### src/common/cp0_pkg.sv
// cp0 shared definitions
package cp0_pkg;

	// basic widths
	localparam int CP0_WORD_W = 32;
	localparam int CP0_ADDR_W = 5;
	localparam int CP0_NR_REG = 32;
	localparam int IRQ_W = 8;
	localparam int EXT_IRQ_W = 6;
	localparam int EXC_CODE_W = 5;

	typedef logic [CP0_WORD_W-1:0] cp0_word_t;
	typedef logic [CP0_ADDR_W-1:0] cp0_addr_t;
	// one bit per cause ip bit, 15 down to 8
	typedef logic [IRQ_W-1:0] irq_vec_t;

	// implemented register addresses
	localparam cp0_addr_t CP0_BADVADDR = 5'd8;
	localparam cp0_addr_t CP0_COUNT = 5'd9;
	localparam cp0_addr_t CP0_COMPARE = 5'd11;
	localparam cp0_addr_t CP0_STATUS = 5'd12;
	localparam cp0_addr_t CP0_CAUSE = 5'd13;
	localparam cp0_addr_t CP0_EPC = 5'd14;
	localparam cp0_addr_t CP0_EBASE = 5'd15;
	// sentinel address, no write this cycle
	localparam cp0_addr_t CP0_REG_NONE = 5'd31;

	// status and cause field positions
	localparam int STATUS_IE = 0;
	localparam int STATUS_EXL = 1;
	localparam int STATUS_IM_LSB = 8;
	localparam int CAUSE_IP_LSB = 8;
	localparam int CAUSE_EXC_LSB = 2;
	// timer shares the top hardware line with ext_int[5]
	localparam int TIMER_LINE = 7;

	// general exception vector, offset from ebase
	localparam int EBASE_LSB = 12;
	localparam cp0_word_t EXC_VECTOR_OFFSET = 32'h0000_0180;

	typedef enum logic [EXC_CODE_W-1:0] {
		EC_INT = 5'd0,
		EC_ADEL = 5'd4,
		EC_ADES = 5'd5,
		EC_SYS = 5'd8,
		EC_BP = 5'd9,
		EC_RI = 5'd10,
		EC_OV = 5'd12,
		EC_NONE = 5'd31
	} exc_code_t;

	// registers the irq unit and arbiter need to see
	typedef struct packed {
		cp0_word_t status;
		cp0_word_t cause;
		cp0_word_t count;
		cp0_word_t compare;
	} cp0_view_t;

	// exception request into the bank, EC_NONE when idle
	typedef struct packed {
		exc_code_t code;
		irq_vec_t ip;
		cp0_word_t epc;
		cp0_word_t badvaddr;
	} exc_req_t;

	// synchronous exception from the pipeline
	typedef struct packed {
		exc_code_t code;
		cp0_word_t pc;
		cp0_word_t badvaddr;
	} pipe_exc_t;

endpackage

### src/cp0/cp0_irq.sv
// cp0 interrupt unit
`timescale 1ns/1ps

module cp0_irq (
	input logic clk,
	input logic rst,
	input logic [cp0_pkg::EXT_IRQ_W-1:0] ext_int,
	input cp0_pkg::cp0_view_t view,
	output cp0_pkg::irq_vec_t irq_lines,
	output logic irq_req
);

	// two flop synchronizer on the asynchronous lines
	logic [cp0_pkg::EXT_IRQ_W-1:0] sync_q1;
	logic [cp0_pkg::EXT_IRQ_W-1:0] sync_q2;

	logic timer_eq;
	logic timer_hit;
	cp0_pkg::irq_vec_t pending;
	cp0_pkg::irq_vec_t im;
	logic ie;
	logic exl;

	// compare of zero means the timer is off
	assign timer_eq = (view.count == view.compare) && (view.compare != '0);

	always_ff @(posedge clk) begin
		if (rst) begin
			sync_q1 <= '0;
			sync_q2 <= '0;
			timer_hit <= 1'b0;
		end else begin
			sync_q1 <= ext_int;
			sync_q2 <= sync_q1;
			timer_hit <= timer_eq;
		end
	end

	// hardware lines sit on ip7..ip2, software bits stay zero
	always_comb begin
		irq_lines = {sync_q2, {(cp0_pkg::IRQ_W - cp0_pkg::EXT_IRQ_W){1'b0}}};
		irq_lines[cp0_pkg::TIMER_LINE] = irq_lines[cp0_pkg::TIMER_LINE] | timer_hit;
	end

	assign im = view.status[cp0_pkg::STATUS_IM_LSB +: cp0_pkg::IRQ_W];
	assign ie = view.status[cp0_pkg::STATUS_IE];
	assign exl = view.status[cp0_pkg::STATUS_EXL];

	// live lines plus what cause still holds, so a timer hit
	// survives after count has moved past compare
	assign pending = irq_lines | view.cause[cp0_pkg::CAUSE_IP_LSB +: cp0_pkg::IRQ_W];

	// only requested when interrupts are on and not already in a handler
	assign irq_req = (|(pending & im)) && ie && !exl;

endmodule

### src/cp0/cp0_regs.sv
// cp0 register bank
`timescale 1ns/1ps

module cp0_regs (
	input logic clk,
	input logic rst,
	input logic count_en,
	input cp0_pkg::cp0_addr_t wr_addr,
	input cp0_pkg::cp0_word_t wr_data,
	input cp0_pkg::cp0_addr_t rd_addr,
	output cp0_pkg::cp0_word_t rd_data,
	input logic eret,
	input cp0_pkg::irq_vec_t irq_lines,
	input cp0_pkg::exc_req_t exc_req,
	output cp0_pkg::cp0_view_t view,
	output logic exc_jmp_flag,
	output cp0_pkg::cp0_word_t exc_jmp_dest
);

	// full 32 entry bank, unimplemented entries just store what is written
	cp0_pkg::cp0_word_t regs [cp0_pkg::CP0_NR_REG];

	logic exl;
	logic exc_take;
	logic exc_load;
	logic sw_wr;
	logic cmp_wr;
	logic ip7_held;
	cp0_pkg::irq_vec_t ip_next;
	cp0_pkg::cp0_word_t vec_dest;

	assign exl = regs[cp0_pkg::CP0_STATUS][cp0_pkg::STATUS_EXL];

	// any request other than EC_NONE jumps
	assign exc_take = exc_req.code != cp0_pkg::EC_NONE;
	// state is only saved when not already in exception level
	assign exc_load = exc_take && !exl;

	// software write only when nothing of higher priority is going on
	assign sw_wr = !exc_take && !eret && (wr_addr != cp0_pkg::CP0_REG_NONE);
	assign cmp_wr = sw_wr && (wr_addr == cp0_pkg::CP0_COMPARE);

	assign ip7_held = regs[cp0_pkg::CP0_CAUSE][cp0_pkg::CAUSE_IP_LSB + cp0_pkg::TIMER_LINE];

	// next value of cause ip
	always_comb begin
		if (exc_load) begin
			ip_next = exc_req.ip;
		end else begin
			ip_next = irq_lines;
		end
		// timer bit is sticky until software rewrites compare
		// a hit in the same cycle as the write still wins
		ip_next[cp0_pkg::TIMER_LINE] = ip_next[cp0_pkg::TIMER_LINE] | (ip7_held && !cmp_wr);
	end

	// kseg1 style top bits, ebase page plus the general vector offset
	assign vec_dest = {2'b10, 30'(cp0_pkg::EXC_VECTOR_OFFSET)
		+ {regs[cp0_pkg::CP0_EBASE][29:cp0_pkg::EBASE_LSB], {cp0_pkg::EBASE_LSB{1'b0}}}};

	always_ff @(posedge clk) begin
		if (rst) begin
			for (int i = 0; i < cp0_pkg::CP0_NR_REG; i++) begin
				regs[i] <= '0;
			end
			exc_jmp_flag <= 1'b0;
			exc_jmp_dest <= '0;
		end else begin
			// jump flag is a single cycle pulse
			exc_jmp_flag <= 1'b0;

			if (count_en) begin
				regs[cp0_pkg::CP0_COUNT] <= regs[cp0_pkg::CP0_COUNT] + 32'd1;
			end

			// interrupt lines land in cause every cycle
			regs[cp0_pkg::CP0_CAUSE][cp0_pkg::CAUSE_IP_LSB +: cp0_pkg::IRQ_W] <= ip_next;

			if (exc_take) begin
				// nested exception only redirects, epc keeps the first pc
				if (!exl) begin
					regs[cp0_pkg::CP0_EPC] <= exc_req.epc;
					regs[cp0_pkg::CP0_BADVADDR] <= exc_req.badvaddr;
					regs[cp0_pkg::CP0_CAUSE][cp0_pkg::CAUSE_EXC_LSB +: cp0_pkg::EXC_CODE_W]
						<= exc_req.code;
					regs[cp0_pkg::CP0_STATUS][cp0_pkg::STATUS_EXL] <= 1'b1;
				end
				exc_jmp_flag <= 1'b1;
				exc_jmp_dest <= vec_dest;
			end else if (eret) begin
				// return to the saved pc and leave exception level
				regs[cp0_pkg::CP0_STATUS][cp0_pkg::STATUS_EXL] <= 1'b0;
				exc_jmp_flag <= 1'b1;
				exc_jmp_dest <= regs[cp0_pkg::CP0_EPC];
			end else if (sw_wr) begin
				// last assignment, so a write to count or cause overrides the above
				regs[wr_addr] <= wr_data;
			end
		end
	end

	// read port shows stored state only
	assign rd_data = regs[rd_addr];

	assign view.status = regs[cp0_pkg::CP0_STATUS];
	assign view.cause = regs[cp0_pkg::CP0_CAUSE];
	assign view.count = regs[cp0_pkg::CP0_COUNT];
	assign view.compare = regs[cp0_pkg::CP0_COMPARE];

endmodule

### src/verilog/cp0_top.sv
// cp0 subsystem top
`timescale 1ns/1ps

module cp0_top (
	input logic clk,
	input logic rst,
	input logic count_en,
	input logic [cp0_pkg::EXT_IRQ_W-1:0] ext_int,
	// software access
	input cp0_pkg::cp0_addr_t wr_addr,
	input cp0_pkg::cp0_word_t wr_data,
	input cp0_pkg::cp0_addr_t rd_addr,
	output cp0_pkg::cp0_word_t rd_data,
	// pipeline side
	input logic eret,
	input cp0_pkg::pipe_exc_t pipe_exc,
	output logic exc_jmp_flag,
	output cp0_pkg::cp0_word_t exc_jmp_dest
);

	cp0_pkg::cp0_view_t view;
	cp0_pkg::irq_vec_t irq_lines;
	logic irq_req;
	cp0_pkg::exc_req_t exc_req;

	cp0_irq u_irq (
		.clk(clk),
		.rst(rst),
		.ext_int(ext_int),
		.view(view),
		.irq_lines(irq_lines),
		.irq_req(irq_req)
	);

	// flag feeds back for the hold-off cycle
	exc_arbiter u_arb (
		.clk(clk),
		.rst(rst),
		.pipe_exc(pipe_exc),
		.irq_req(irq_req),
		.irq_lines(irq_lines),
		.exc_jmp_flag(exc_jmp_flag),
		.exc_req(exc_req)
	);

	cp0_regs u_regs (
		.clk(clk),
		.rst(rst),
		.count_en(count_en),
		.wr_addr(wr_addr),
		.wr_data(wr_data),
		.rd_addr(rd_addr),
		.rd_data(rd_data),
		.eret(eret),
		.irq_lines(irq_lines),
		.exc_req(exc_req),
		.view(view),
		.exc_jmp_flag(exc_jmp_flag),
		.exc_jmp_dest(exc_jmp_dest)
	);

endmodule

### src/verilog/exc_arbiter.sv
// exception request arbiter
`timescale 1ns/1ps

module exc_arbiter (
	input logic clk,
	input logic rst,
	input cp0_pkg::pipe_exc_t pipe_exc,
	input logic irq_req,
	input cp0_pkg::irq_vec_t irq_lines,
	input logic exc_jmp_flag,
	output cp0_pkg::exc_req_t exc_req
);

	logic exc_pending;
	logic src_active;
	logic emit;
	// set once a request goes out, dropped when its source goes away
	logic taking_q;
	cp0_pkg::exc_req_t req_sel;

	assign exc_pending = pipe_exc.code != cp0_pkg::EC_NONE;
	assign src_active = irq_req || exc_pending;

	// quiet while the previous jump is issued or its source still holds
	assign emit = src_active && !exc_jmp_flag && !taking_q;

	always_comb begin
		req_sel.ip = irq_lines;
		// interrupt is taken at the current instruction
		req_sel.epc = pipe_exc.pc;
		if (irq_req) begin
			// interrupt beats a pipeline exception in the same cycle
			req_sel.code = cp0_pkg::EC_INT;
			req_sel.badvaddr = '0;
		end else begin
			req_sel.code = pipe_exc.code;
			req_sel.badvaddr = pipe_exc.badvaddr;
		end
	end

	always_comb begin
		exc_req = req_sel;
		if (!emit) begin
			exc_req.code = cp0_pkg::EC_NONE;
		end
	end

	always_ff @(posedge clk) begin
		if (rst) begin
			taking_q <= 1'b0;
		end else if (emit) begin
			taking_q <= 1'b1;
		end else if (!src_active) begin
			taking_q <= 1'b0;
		end
	end

endmodule
### config.mk
export PLATFORM = sky130hd
export DESIGN_NAME = cp0_top
export DESIGN_NICKNAME = d
export VERILOG_FILES = /design/src/common/cp0_pkg.sv /design/src/cp0/cp0_irq.sv /design/src/cp0/cp0_regs.sv /design/src/verilog/cp0_top.sv /design/src/verilog/exc_arbiter.sv
export SDC_FILE = /design/constraint.sdc
export NUM_CORES = 1
export LEC_CHECK = 0
export BUFFER_PORTS_ARGS = -buffer_cell sky130_fd_sc_hd__buf_4
export CAP_MARGIN = 0
export CORE_ASPECT_RATIO = 0.5
export CORE_MARGIN = 8
export CORE_UTILIZATION = 55
export DETAILED_ROUTE_END_ITERATION = 12
export HOLD_SLACK_MARGIN = 0.15
export PLACE_DENSITY_LB_ADDON = 0.1
export SLEW_MARGIN = 10
export SYNTH_ARGS = -nofsm -noshare
export SYNTH_HDL_FRONTEND = slang
export SYNTH_SLANG_ARGS = --single-unit
### constraint.sdc
create_clock -name clk -period 4.7 [get_ports clk]
set_input_delay 0.705 -clock clk [delete_from_list [all_inputs] [get_ports clk]]
set_output_delay 0.705 -clock clk [all_outputs]
set_load 0.01 [all_outputs]
==> flow_summary.yaml <==
floorplan:
  num_rows: 78
  die_y_um: 228.4
  dieArea_mm2: 0.1006
  start_util: 0.5513
  core_mm2: 0.08998
  die_width_um: 440.7
  ioPinCount: 186
power:
  power_mw: 21.45
  switching_share: 0.2491
  ir_drop_v: 0.0002695
  power.internal_mw: 16.11
  combPwrFrac: 0.110
  powerDensity_mw_per_mm2: 385.2
  switching_power_mw: 5.343
  p_clk_frac: 0.374
  pwr-share-seq: 0.517
  cellLeakagePower_nw: 18.60
clock_tree:
  worstSkewPairLatency_ps: 720
  cts_num_sinks: 1071
  cts_buffer_depth: 3
  post-cts-setup-buffer-count: 0
  cts_resized: 0
  htreeDepth: 3
  numCtsBuffers: 94
  cts_hold_buf: 0
  cts_tree: "done"
  path_clk_slew_ps: 70
  cts-root-buf: "clkbuf_16"
worst_setup_path:
  crit_path_start: "u_regs.regs[13][15]"
  crit_path_end_kind: "register"
  path_class: "register to register"
  r2r-start: "u_regs.regs[13][15]"
  critPathRequiredTime_ps: 5100
  worstPathArrival_ps: 4180
  endpoint: "u_regs.regs[8][19]"
  ff2ff_setup_slack_ps: 920
  reg2reg_depth: 8
  cp_max_fo: 169
  worstSetupStartpointType: "register"
  rr_endpoint: "u_regs.regs[8][19]"
run_status:
  status: "completed"
yosys:
  synth_edf_count: 1016
  synthDistinctLibCells: 58
  syn_inst: 3363
  ys_warn_count: 0
  avgSynthCellArea_um2: 14.75
  synth_top_flop_cell: "edfxtp_1"
  ys_seq_elements: 1071
  synth-seq-area-share: 0.6372
  synth_area_mm2: 0.04961
  async_flop_share: 0
cells_and_area:
  syn2layout_area_growth_pct: 12.25
  nNetsFinal: 3573
  layout_commonest_cell: "edfxtp_1"
  fillers: 6591
  multi_input_area_mm2: 0.01693
  drive_above_1_share: 0.2658
  postLayoutCoreUtil: 0.6188
  instances_no_fill: 4736
  finalInstanceArea_mm2: 0.05568
  layout_common_cells: "edfxtp_1 (1016), nor2_1 (611), mux4_2 (320)"
  regArea_mm2: 0.03161
timing:
  rsz0062_at_grt: "false"
  max_freq_ghz: 0.2649
  fin_worst_skew_ps: 28.29
  final_max_slew_viol_count: 0
  period_share: 0.8032
  relSlewSlack: 0.05449
  fin_tns_setup_ps: 0
  tightest_slew_ps: 1418
  finalHoldViolCount: 0
  min_period_ps: 3775
  report.final.setup_viol: 0
global_routing:
  grt_pass1_vias: 32330
  overflow: 0
  grt_pass1_wl_um: 241300
  track_usage: 0.3344
  grt_max_degree: 170
  antenna_found_initial: 18
place:
  io_buffers: 185
  gp_congestion: 0.9530
  hpwl_um: 107100
  placed_cell_area_mm2: 0.05258
  dp_cells: 4555
routing:
  via_count: 33030
  first_pass_iters: 6
  totalWireLength_um: 170200
  drtIter0Drc: 5306
  drtAntennaViolNets: 0
  drt-vias-per-instance: 6.974
  wl_per_cell_um: 35.93
  drc_errors: 0
hold_path:
  hp-class: "input pin to register"
run:
  maxCapViolCount: 0
layout make-up:
cell class / instances / area share
diodes: 7 / 0.0003146
clock buffers: 123 / 0.04663
clock inverters: 51 / 0.008831
inverters: 10 / 0.0006741
multi-input cells: 1991 / 0.3040
flip-flops and latches: 1071 / 0.5677
well taps: 1200 / 0.02696
repair buffers: 283 / 0.04494
routing by layer:
metal,vias to the layer above,routed length [um],track usage,share of wire
met2,2673,70280,0.4516,0.41
met4,18,4608,0.08253,0.027
li1,13010,-,-,-
met3,311,26490,0.1222,0.16
met1,17020,68700,0.5132,0.40
met5,-,108,0,0.00063
metrics by stage:
stage | setup slack [ps] | hold WS, ps
detailed placement | 877.2 | 431.0
global placement | 928.1 | 434.3
finish | 925.0 | 208.9
floorplan | 52.96 | 413.8
CTS | 920.1 | 173.2
global route | 840.5 | 184.6
worst min path at each step:
| stage | startpoint | end | slack, ps | cells past startpoint |
|---|---|---|---|---|
| CTS | ext_int[4] | u_irq.sync_q1[4] | 170 | 2 |
| global route | ext_int[4] | u_irq.sync_q1[4] | 180 | 2 |
| global placement | u_irq.sync_q1[1] | u_irq.sync_q2[1] | 430 | 1 |
| floorplan | u_irq.sync_q1[0] | u_irq.sync_q2[0] | 410 | 1 |
| finish | ext_int[4] | u_irq.sync_q1[4] | 210 | 2 |
| detailed placement | u_irq.sync_q1[5] | u_irq.sync_q2[5] | 430 | 1 |
power by group through the flow:
stage	registers [mW]	logic [mW]	clock network [mW]
6_report	11.1	2.35	8.02
3_3_place_gp	11.3	2.29	0
5_1_grt	11.1	2.41	8.39
2_1_floorplan	11.2	1.26	0
3_5_place_dp	11.3	2.31	0
4_1_cts	11.1	2.31	8.05
synth_stat cells (all sizes together) (4+ instances only):
master   count  area (um2)
a211oi      18       135.1
a21oi       23       115.1
a31o         7       61.31
and3       105       656.9
buf         80       564.3
clkbuf     242       908.4
dfxtp       55        1101
edfxtp    1016       30510
inv         10       37.54
mux2        37       416.7
mux2i       32       320.3
mux4       320        7207
nand2      247       927.1
nand3       43       215.2
nand4       13       81.33
nor2       714        3431
nor2b       17       106.4
nor3        15       80.08
nor4       134       875.8
o211ai       4       30.03
o21ai       28       140.1
o22ai        5       31.28
o2bb2ai     64       560.5
o31ai       30       230.2
or2          5       31.28
or3          4       25.02
or4          5       37.54
xnor2       24       210.2
xor2        38       332.8
sequential cells by signal, summed over array words and instances (netlist names):
| register | flops |
|---|---|
| u_regs.regs | 1024 |
| u_regs.exc_jmp_dest | 32 |
| u_irq.sync_q1 | 6 |
| u_irq.sync_q2 | 6 |
| u_arb.taking_q | 1 |
| u_irq.timer_hit | 1 |
| u_regs.exc_jmp_flag | 1 |
cell families after synthesis:
family	synth area share
flops	0.6372
compound gates	0.02830
buf+inv	0.03044
simple gates	0.1326
mux	0.1601
fa+ha+maj	0.0002522
xor+xnor	0.01095
other cells	0.00007560
critical path, stage by stage (launching register included):
cell	delay, ps
dfxtp_1	410
nor3_2	80
o211ai_1	360
o211ai_1	180
buf_4	280
nand4_1	170
buf_4	680
buf_12	580
o2bb2ai_1	190
(Power assumes the default switching activity.)
